<file path="src/sin_macros.svh">
`ifndef SIN_MACROS_SVH
`define SIN_MACROS_SVH

// q10.16 word width
`define SIN_W    27
// fraction bits, also the product shift
`define SIN_FRAC 16

// approx 4/pi in q10.16
`define SIN_C_1273 83443
// approx 4/pi^2 in q10.16
`define SIN_C_405  26561
// correction weight 0.225
`define SIN_C_225  14746

// axi4-lite bus geometry
`define AXI_DW 32
`define AXI_AW 4

// register map
`define REG_ANGLE  4'h0
`define REG_RESULT 4'h4
`define REG_COUNT  4'h8

`endif

</file>
<file path="src/sin_pkg.sv">
`include "sin_macros.svh"

package sin_pkg;

	// signed q10.16 word
	typedef logic signed [`SIN_W-1:0] fix_t;

	// one datapath sample plus its occupancy flag
	typedef struct packed {
		logic valid;
		fix_t value;
	} fix_sample_t;

	// axi response codes in use here
	typedef enum logic [1:0] {
		RESP_OKAY   = 2'b00,
		RESP_SLVERR = 2'b10
	} axil_resp_e;

	// fields driven by the manager
	typedef struct packed {
		logic [`AXI_AW-1:0]   awaddr;
		logic                 awvalid;
		logic [`AXI_DW-1:0]   wdata;
		logic [`AXI_DW/8-1:0] wstrb;
		logic                 wvalid;
		logic                 bready;
		logic [`AXI_AW-1:0]   araddr;
		logic                 arvalid;
		logic                 rready;
	} axil_req_t;

	// fields driven by the subordinate
	typedef struct packed {
		logic               awready;
		logic               wready;
		axil_resp_e         bresp;
		logic               bvalid;
		logic               arready;
		logic [`AXI_DW-1:0] rdata;
		axil_resp_e         rresp;
		logic               rvalid;
	} axil_rsp_t;

endpackage

</file>
<file path="src/fix_square.sv">
`timescale 1ns/10ps
`include "sin_macros.svh"

module fix_square (
	input  logic          clk,
	input  logic          rst,
	input  sin_pkg::fix_t a,
	output sin_pkg::fix_t p
);

	// full signed product, twice the word width
	logic signed [2*`SIN_W-1:0] prod;
	// product scaled back to q10.16
	logic signed [2*`SIN_W-1:0] prod_shr;

	// both operands signed so they sign-extend before the multiply
	assign prod     = a * a;
	// arithmetic shift keeps the sign
	assign prod_shr = prod >>> `SIN_FRAC;

	// low word only, overflow bits dropped
	always_ff @(posedge clk) begin
		if (rst) begin
			p <= '0;
		end else begin
			p <= prod_shr[`SIN_W-1:0];
		end
	end

endmodule

</file>
<file path="src/fix_mult_const.sv">
`timescale 1ns/10ps
`include "sin_macros.svh"

module fix_mult_const #(
	// coefficient in q10.16, unity by default
	parameter sin_pkg::fix_t COEFF = (1 << `SIN_FRAC)
) (
	input  logic          clk,
	input  logic          rst,
	input  sin_pkg::fix_t a,
	output sin_pkg::fix_t p
);

	// full-width product against the constant
	logic signed [2*`SIN_W-1:0] prod;
	// rescaled product
	logic signed [2*`SIN_W-1:0] prod_shr;

	// signed times signed so no manual extension needed
	assign prod     = a * COEFF;
	assign prod_shr = prod >>> `SIN_FRAC;

	// truncate to one word and register
	always_ff @(posedge clk) begin
		if (rst) begin
			p <= '0;
		end else begin
			p <= prod_shr[`SIN_W-1:0];
		end
	end

endmodule

</file>
<file path="src/sin_pipe.sv">
`timescale 1ns/10ps
`include "sin_macros.svh"

module sin_pipe (
	input  logic                 clk,
	input  logic                 rst,
	input  sin_pkg::fix_sample_t sample_in,
	output sin_pkg::fix_sample_t sample_out
);

	import sin_pkg::*;

	// occupancy per stage, bit 4 lines up with the output register
	logic [4:0] valid_sr;

	// stage 1 outputs
	fix_t angle_sq;
	fix_t angle_d1;

	// stage 2 outputs
	fix_t angle_sq_405;
	fix_t angle_1273;
	logic angle_neg_d2;
	// parabolic estimate, combinational off stage 2
	fix_t est;

	// stage 3 outputs
	fix_t est_sq;
	fix_t est_d1;

	// stage 4 inputs and outputs
	fix_t est_norm;
	fix_t norm_minus_est;
	fix_t corr_225;
	fix_t est_d2;

	// stage 5 result
	fix_t sin_q;

	// x * x
	fix_square i_angle_sq (
		.clk (clk),
		.rst (rst),
		.a   (sample_in.value),
		.p   (angle_sq)
	);

	// 0.405 * x * x
	fix_mult_const #(.COEFF(`SIN_C_405)) i_mul_405 (
		.clk (clk),
		.rst (rst),
		.a   (angle_sq),
		.p   (angle_sq_405)
	);

	// 1.273 * x, fed from the delayed angle so it lands with the 0.405 term
	fix_mult_const #(.COEFF(`SIN_C_1273)) i_mul_1273 (
		.clk (clk),
		.rst (rst),
		.a   (angle_d1),
		.p   (angle_1273)
	);

	// sign of x picks add or subtract
	assign est = angle_neg_d2 ? (angle_1273 + angle_sq_405) : (angle_1273 - angle_sq_405);

	// est * est
	fix_square i_est_sq (
		.clk (clk),
		.rst (rst),
		.a   (est),
		.p   (est_sq)
	);

	// square carries the sign of est
	assign est_norm       = est_d1[`SIN_W-1] ? -est_sq : est_sq;
	assign norm_minus_est = est_norm - est_d1;

	// 0.225 * (norm - est)
	fix_mult_const #(.COEFF(`SIN_C_225)) i_mul_225 (
		.clk (clk),
		.rst (rst),
		.a   (norm_minus_est),
		.p   (corr_225)
	);

	// valid bits march with the data
	always_ff @(posedge clk) begin
		if (rst) begin
			valid_sr <= '0;
		end else begin
			valid_sr <= {valid_sr[3:0], sample_in.valid};
		end
	end

	// operand alignment and final sum
	always_ff @(posedge clk) begin
		angle_d1     <= sample_in.value;
		angle_neg_d2 <= angle_d1[`SIN_W-1];
		est_d1       <= est;
		est_d2       <= est_d1;
		sin_q        <= corr_225 + est_d2;
	end

	assign sample_out = '{valid: valid_sr[4], value: sin_q};

endmodule

</file>
<file path="src/sin_axil_slave.sv">
`timescale 1ns/10ps
`include "sin_macros.svh"

module sin_axil_slave (
	input  logic                 clk,
	input  logic                 rst,
	input  sin_pkg::axil_req_t   axil,
	output sin_pkg::axil_rsp_t   axil_rsp,
	output sin_pkg::fix_sample_t sample_in,
	input  sin_pkg::fix_sample_t sample_out
);

	import sin_pkg::*;

	// write channel
	logic       wr_fire;
	logic       wr_ok;
	logic       bvalid_q;
	axil_resp_e bresp_q;
	// sample launched toward the pipe
	logic       smp_valid_q;
	fix_t       smp_value_q;

	// read channel
	logic               rd_fire;
	axil_resp_e         rd_resp;
	logic [`AXI_DW-1:0] rd_data;
	logic               rvalid_q;
	axil_resp_e         rresp_q;
	logic [`AXI_DW-1:0] rdata_q;

	// last result and completion count
	fix_t        result_q;
	logic [15:0] count_q;

	// aw and w taken together, only with no response outstanding
	assign wr_fire = axil.awvalid && axil.wvalid && !bvalid_q;
	// only a full-word write to the angle register is legal
	assign wr_ok   = (axil.awaddr == `REG_ANGLE) && (&axil.wstrb);

	always_ff @(posedge clk) begin
		if (rst) begin
			bvalid_q    <= 1'b0;
			smp_valid_q <= 1'b0;
		end else begin
			// one-cycle pulse per accepted angle
			smp_valid_q <= wr_fire && wr_ok;
			if (wr_fire) begin
				bvalid_q <= 1'b1;
			end else if (axil.bready) begin
				bvalid_q <= 1'b0;
			end
		end
	end

	// response code and angle word, held while bvalid waits
	always_ff @(posedge clk) begin
		if (wr_fire) begin
			bresp_q     <= wr_ok ? RESP_OKAY : RESP_SLVERR;
			smp_value_q <= axil.wdata[`SIN_W-1:0];
		end
	end

	// read address accepted whenever no read data is pending
	assign rd_fire = axil.arvalid && !rvalid_q;

	// read decode
	always_comb begin
		rd_data = '0;
		rd_resp = RESP_OKAY;
		case (axil.araddr)
			`REG_RESULT: rd_data = {{(`AXI_DW-`SIN_W){result_q[`SIN_W-1]}}, result_q};
			`REG_COUNT:  rd_data = {{(`AXI_DW-16){1'b0}}, count_q};
			default:     rd_resp = RESP_SLVERR;
		endcase
	end

	always_ff @(posedge clk) begin
		if (rst) begin
			rvalid_q <= 1'b0;
		end else if (rd_fire) begin
			rvalid_q <= 1'b1;
		end else if (axil.rready) begin
			rvalid_q <= 1'b0;
		end
	end

	// read payload frozen until rready
	always_ff @(posedge clk) begin
		if (rd_fire) begin
			rdata_q <= rd_data;
			rresp_q <= rd_resp;
		end
	end

	// newer result simply overwrites, count wraps at 16 bits
	always_ff @(posedge clk) begin
		if (rst) begin
			result_q <= '0;
			count_q  <= '0;
		end else if (sample_out.valid) begin
			result_q <= sample_out.value;
			count_q  <= count_q + 16'd1;
		end
	end

	// response side of the bus
	always_comb begin
		axil_rsp.awready = wr_fire;
		axil_rsp.wready  = wr_fire;
		axil_rsp.bresp   = bresp_q;
		axil_rsp.bvalid  = bvalid_q;
		axil_rsp.arready = !rvalid_q;
		axil_rsp.rdata   = rdata_q;
		axil_rsp.rresp   = rresp_q;
		axil_rsp.rvalid  = rvalid_q;
	end

	assign sample_in = '{valid: smp_valid_q, value: smp_value_q};

endmodule

</file>
<file path="src/sin_top.sv">
`timescale 1ns/10ps

module sin_top (
	input  logic               clk,
	input  logic               rst,
	input  sin_pkg::axil_req_t axil,
	output sin_pkg::axil_rsp_t axil_rsp
);

	import sin_pkg::*;

	// angle samples into the datapath
	fix_sample_t sample_in;
	// finished sine values back to the registers
	fix_sample_t sample_out;

	// bus side, register map and result capture
	sin_axil_slave i_slave (
		.clk        (clk),
		.rst        (rst),
		.axil       (axil),
		.axil_rsp   (axil_rsp),
		.sample_in  (sample_in),
		.sample_out (sample_out)
	);

	// five-stage sine datapath
	// always accepts, never stalls
	sin_pipe i_pipe (
		.clk        (clk),
		.rst        (rst),
		.sample_in  (sample_in),
		.sample_out (sample_out)
	);

endmodule

</file>
<file path="config.mk">
export PLATFORM = sky130hd
export DESIGN_NAME = sin_top
export DESIGN_NICKNAME = d
export VERILOG_FILES = /design/src/sin_pkg.sv /design/src/fix_square.sv /design/src/fix_mult_const.sv /design/src/sin_pipe.sv /design/src/sin_axil_slave.sv /design/src/sin_top.sv
export VERILOG_INCLUDE_DIRS = /design/src
export SDC_FILE = /design/constraint.sdc
export NUM_CORES = 2
export LEC_CHECK = 0
export ABC_AREA = 1
export BUFFER_PORTS_ARGS = -buffer_cell sky130_fd_sc_hd__buf_2
export CAP_MARGIN = 30
export CORE_UTILIZATION = 64
export CTS_CLUSTER_SIZE = 14
export DETAILED_ROUTE_END_ITERATION = 10
export GPL_TIMING_DRIVEN = 1
export MAX_ROUTING_LAYER = met4
export PLACE_DENSITY = 0.86
export SYNTH_ARGS = -nofsm -noshare
export SYNTH_HDL_FRONTEND = slang
export SYNTH_SLANG_ARGS = --single-unit
</file>
<file path="constraint.sdc">
create_clock -name clk -period 11 [get_ports clk]
set_input_delay 3.3 -clock clk [delete_from_list [all_inputs] [get_ports clk]]
set_output_delay 3.3 -clock clk [all_outputs]
set_load 0.02 [all_outputs]
</file>
* Word level (Yosys, flattened, before mapping) *
Index checks and enable logic that the tools add are counted.

storage, ports and cells
  logic and storage cells = 54
  output and inout port bits = 41
  input bits = 51
  register bits after elaboration = 358

cells by class
  equal/unequal tests = 2
  muxes and demuxes = 9
  reductions and logical operators = 12
  multiply operators = 5
  add/sub/neg operators = 6

operators with widths
  operator                  number
  $mul A27 B27 Y43          2
  $pmux W32 S2              1
  $add A27 B27 Y27          2
  $mux W27                  2
  $sub A27 B27 Y27          2
  $mul A27 B16 Y43 const B  1
  $mul A27 B18 Y43 const B  1
  $mul A27 B14 Y41 const B  1
  $neg A27 Y27              1
  $add A16 B1 Y16 const B   1
  $logic_and A1 B1 Y1       5
  $eq A4 B3 Y1 const B      1
  $eq A4 B4 Y1 const B      1
  $logic_not A4 Y1          1
  $mux W1                   4
  $mux W2                   2
  $reduce_and A4 Y1         1
  $reduce_bool A2 Y1        2
  $logic_not A1 Y1          2
  $reduce_or A2 Y1          1

* Logic depth before layout (Yosys ltp) *
  word-level depth = 4
  mapped depth = 52
  gate-level depth less buffers = 51

* Modules after synthesis *
A second synthesis with hierarchy kept.

second synthesis, totals
  cells, all modules = 10319
  area, all modules = 82688.1 sq um

modules (own cells, without submodules)
  module                               area an instance (sq um)  instances  cells an instance
  fix_square at i_pipe.i_angle_sq      21401.8                   1          2631
  fix_square at i_pipe.i_est_sq        21336.7                   1          2604
  fix_mult_const at i_pipe.i_mul_1273  9754.4                    1          1161
  sin_pipe                             9016.1                    1          1392
  fix_mult_const at i_pipe.i_mul_405   8747.1                    1          1053
  fix_mult_const at i_pipe.i_mul_225   8595.7                    1          1103
  sin_axil_slave                       3836.2                    1          375

* Worst setup path after synthesis *
Ideal clock, no wire load.

  path kind = register -> register
  from = register i_pipe.i_mul_405.p[0]
  to = register i_pipe.i_est_sq.p[26]
  data arrival time = 8561 ps
  setup time = 115 ps
  buffers on the path = 2
  slack = 2324 ps
  required time = 10885 ps
  stages on the path, launching flop included = 46
  path through = dfxtp_1 -> nor3_1 -> nand2_1 -> nor3_1 -> nand2_1 -> inv_1 -> nand2_1 -> o21ai_0 -> o21ai_0 -> xor2_1 -> ha_1 -> nand2_1 -> inv_1 -> nand3_1 -> nor3_1 -> nand2_1 -> nand3_1 -> nand3_1 -> [10 not listed] -> fa_1 -> inv_1 -> fa_1 -> inv_1 -> fa_1 -> inv_1 -> ha_1 -> a21oi_1 -> inv_1 -> a31oi_1 -> nor2_1 -> nor2_1 -> o211ai_1 -> nand3b_1 -> inv_1 -> nand3_1 -> a21oi_1 -> nor2_1

between the ends
  word-level cells in the longest chain between the ends = 3
  elaborated cells on any way between the ends = 4
  those cells by class = add/sub (2); mul (1); mux (1)

RTL lines
  what                                                         line                  source
  from (decl)                                                  fix_mult_const.sv:11  output sin_pkg::fix_t p
  from (signal assigned)                                       fix_mult_const.sv:28  p <= prod_shr[`SIN_W-1:0];
  $sub A27 B27 Y27 / $add A27 B27 Y27 (equally long branches)  sin_pipe.sv:65        assign est = angle_neg_d2 ? (angle_1273 + angle_sq_405) : (angle_1273 - angle_sq_405);
  $mux W27 *                                                   sin_pipe.sv:65
  via i_pipe.est[26]                                           sin_pipe.sv:25        fix_t est;
  $mul A27 B27 Y43 *                                           fix_square.sv:17      assign prod = a * a;
  to (signal assigned)                                         fix_square.sv:26      p <= prod_shr[`SIN_W-1:0];
  to (decl)                                                    fix_square.sv:8       output sin_pkg::fix_t p

Mark *: on every way through the listed nets, which the timed path passes. The rest lies on a longest branch.
A chain may end at the register's enable or synchronous reset.

* Worst setup path in the final report *
  from = register i_pipe.angle_neg_d2
  to = register i_pipe.i_est_sq.p[22]

between the ends
  word-level cells in the longest chain between the ends = 2

RTL lines
  what                    line              source
  from (decl)             sin_pipe.sv:23    logic angle_neg_d2;
  from (signal assigned)  sin_pipe.sv:99    angle_neg_d2 <= angle_d1[`SIN_W-1];
  $mux W27                sin_pipe.sv:65
  $mul A27 B27 Y43        fix_square.sv:17

Every way passes these cells.

==> results.ini <==
[clock_network]
clockBufferDepth = 3
cts_resized = 0
cts_max_level = 2
cts.clk_slew.worst_paths_ns = 0.06
cts_setup_buffers = 0
cts_tree = yes
clockRootBuffer = clkbuf_16
clk_latency_ns = 0.67
cts_hold_buf = 0
numCtsBuffers = 41
cts_sinks = 350

[synth]
ys_top_cells_by_count = inv_1 (2768), fa_1 (1646), nand2_1 (1136)
synth_area_sq_um = 77200
yosysMostFrequentCell = inv_1
synthXorXnorAreaFrac_pct = 2.39
avgSynthCellArea_sq_um = 8.62
netlist_instances = 8948
async_flop_share_pct = 0
yosysTopAreaCell = fa_1
synth_seq_cells = 350
synth.top_cell.area_share_pct = 42.7
synth_top_family_by_area = adder cells
yosys_most_used_dff = dfxtp_1
synth_compound_area_share_pct = 6.88
ys_seq_area_share_pct = 9.81
synth_area_leaders = fa_1 (43%), inv_1 (13%), ha_1 (13%)
synth_fa_ha_area_share_pct = 56.0
yosys_warnings = 0
synth_edf_count = 56
synth_simple_gate_area_share_pct = 10.4
synth_cell_types = 61
synth_mux_area_share_pct = 0.0130

[worst_setup_path]
endpoint_kind = register
crit_arrival_ns = 10.93
cp.required_ns = 11.50
max_stage_delay_ns = 0.78
crit_path_top_delay_cell = clkinv_1
critical_path_class = reg -> reg
critPathLaunchType = register
crit_top_cell = nand2_1
r2r_cells = 41
crit_fanout = 18

[global_routing]
grt_max_degree = 76
grt_pass1_wl_um = 330000
gr-usage-all-layers_pct = 35.8
grt_antenna_before_repair = 5
grt_pass1_vias = 64500
overflow = 0

[finish]
num-fill-cells = 9039
drive_above_1_share_pct = 3.28
final_cells = 10600
final_nets = 11500
area_growth_pct = 5.08

[timing]
rsz0062_at_grt = no
finalSetupTns_ns = 0
setup_viol = 0
maxSlewViolCount = 0
fmax_ghz = 0.0958
finalCritPeriodShare_pct = 94.9
finalClockSkew_ns = 0.0700
worstMarginPinSlew_ns = 0.986
fin_crit_ns = 10.44
finalHoldViolations = 0
slew_headroom_pct = 33.8

[die]
die_area_sq_um = 122000
die_w_um = 349
die_y_um = 349
row_count = 127
start_util_pct = 64.4
io_pins = 92
core_area_sq_um = 120000

[min_path]
hold_depth = 0
worst_hold_path_type = reg -> reg

[outcome]
status = complete, but fails checks
violations = DRC

[routing]
routed_wl_um = 202000
drc = 1
ant_nets = 0
wl_per_cell_um = 19.0
vias = 59000
drt_first_iter_violations = 5017
drt-vias-per-instance = 5.54
first_pass_iters = 11

[flow_run]
drv_cap = 0

[placement]
finalWeightedCongestion = 0.999
dp_cells = 10600
io_buffer_count = 84
hpwl_um = 169000

-- cells in the final DEF (no fill, tap or decap), types with 6 or more instances in the layout --
cell type,netlist,routed
nand3_1,107,107
ha_1,820,820
xor2_1,109,109
clkinv_1,11,12
clkbuf_16,0,41
buf_2,14,84
a21boi_0,7,7
o21bai_1,22,22
o221ai_1,7,7
fa_1,1646,1646
a21o_1,22,22
inv_1,2768,2767
clkbuf_1,124,7
o21a_1,46,46
nand3b_1,6,6
o211ai_1,10,10
nor2_1,603,602
nand4_1,35,35
nor3_1,55,55
a21oi_1,469,469
or2_2,20,20
nor4_1,21,21
o21ai_1,16,16
dfxtp_1,294,294
buf_4,12,89
a211oi_1,6,6
o31ai_1,9,9
a31oi_1,28,28
nand2_1,1136,1136
edfxtp_1,56,56
o21ai_0,303,303
xnor2_1,83,82
-- worst max-delay path, delay by kind of cell, from the launching register on --
family | cells | cell delay (ns)
AO/OA/AOI/OAI | 3 | 1.11
XOR/XNOR | 2 | 0.34
adder cells (fa/ha/maj) | 9 | 3.99
buffers and inverters | 10 | 1.89
flip-flops | 1 | 0.69
AND/OR/NAND/NOR | 17 | 2.21
-- final timing paths --
path / from / endpoint / slack, ns
worst max-delay path: i_pipe.angle_neg_d2 / i_pipe.i_est_sq.p[22] / 0.56
worst min-delay path: i_pipe.est_d1[4] / i_pipe.est_d2[4] / 0.34
worst max register to register: i_pipe.angle_neg_d2 / i_pipe.i_est_sq.p[22] / 0.56
worst min register to register: i_pipe.est_d1[4] / i_pipe.est_d2[4] / 0.34
-- cell families (layout without fill, tap and decap cells) --
family                     count (synthesis)  in the layout
xor gates and xnor gates                 199            199
DFF                                      350            350
and+or+nand+nor                         2007           2007
AOI/OAI and AO/OA                        969            969
other                                      1              4
adders and majority gates               2467           2467
muxes                                      1              1
buffers and inverters                   2954           3036
-- flip-flops by register name, indices dropped and copies added, names as in the netlist --
name                 count
i_pipe.angle_d1         27
i_pipe.i_est_sq.p       27
i_pipe.angle_neg_d2      1
i_slave.smp_valid_q      1
i_pipe.est_d2           27
i_slave.bresp_q          1
i_slave.result_q        27
i_slave.bvalid_q         1
i_pipe.valid_sr          5
i_pipe.sin_q            27
i_slave.rvalid_q         1
i_pipe.i_mul_405.p      27
i_pipe.i_mul_225.p      26
i_slave.rresp_q          1
i_slave.count_q         16
i_pipe.est_d1           27
i_pipe.i_mul_1273.p     27
i_slave.smp_value_q     27
i_slave.rdata_q         27
i_pipe.i_angle_sq.p     27
-- through the flow --
| step | hold WS (ns) | setup slack [ns] | area (sq um) | util [%] |
|---|---|---|---|---|
| final | 0.343 | 0.563 | 81100 | 67.7 |
| after global routing | 0.354 | 0.0757 | 81100 | 67.7 |
| after CTS | 0.334 | 0.785 | 81000 | 67.6 |
| after detailed placement | 0.339 | 0.916 | 79700 | 66.5 |
| after global placement | 0.340 | 1.09 | 79600 | 66.4 |
| after floorplan | 0.331 | 2.32 | 77200 | - |
-- per-layer routing --
metal / global-route usage, % / wire length [um] / part of all wire, %
met5: - / 0 / 0
met4: 17.4 / 11700 / 5.8
met3: 8.52 / 21400 / 11
met2: 57.9 / 96000 / 48
met1: 42.1 / 72900 / 36
-- cell type report --
type	instances	area [sq um]	share of cell area [%]
clock inverter	22	255	0.315
timing repair buffer	179	1230	1.52
antenna	2	5.00	0.00617
inverter	2784	10500	12.9
sequential	350	7570	9.33
tap	1612	2020	2.49
clock buffer	51	1090	1.35
multi-input combinational	5645	58500	72.1
Power is left out: the tool's default activity adds up to more than one toggle a clock period on the data nets, which glitch-free logic cannot reach.
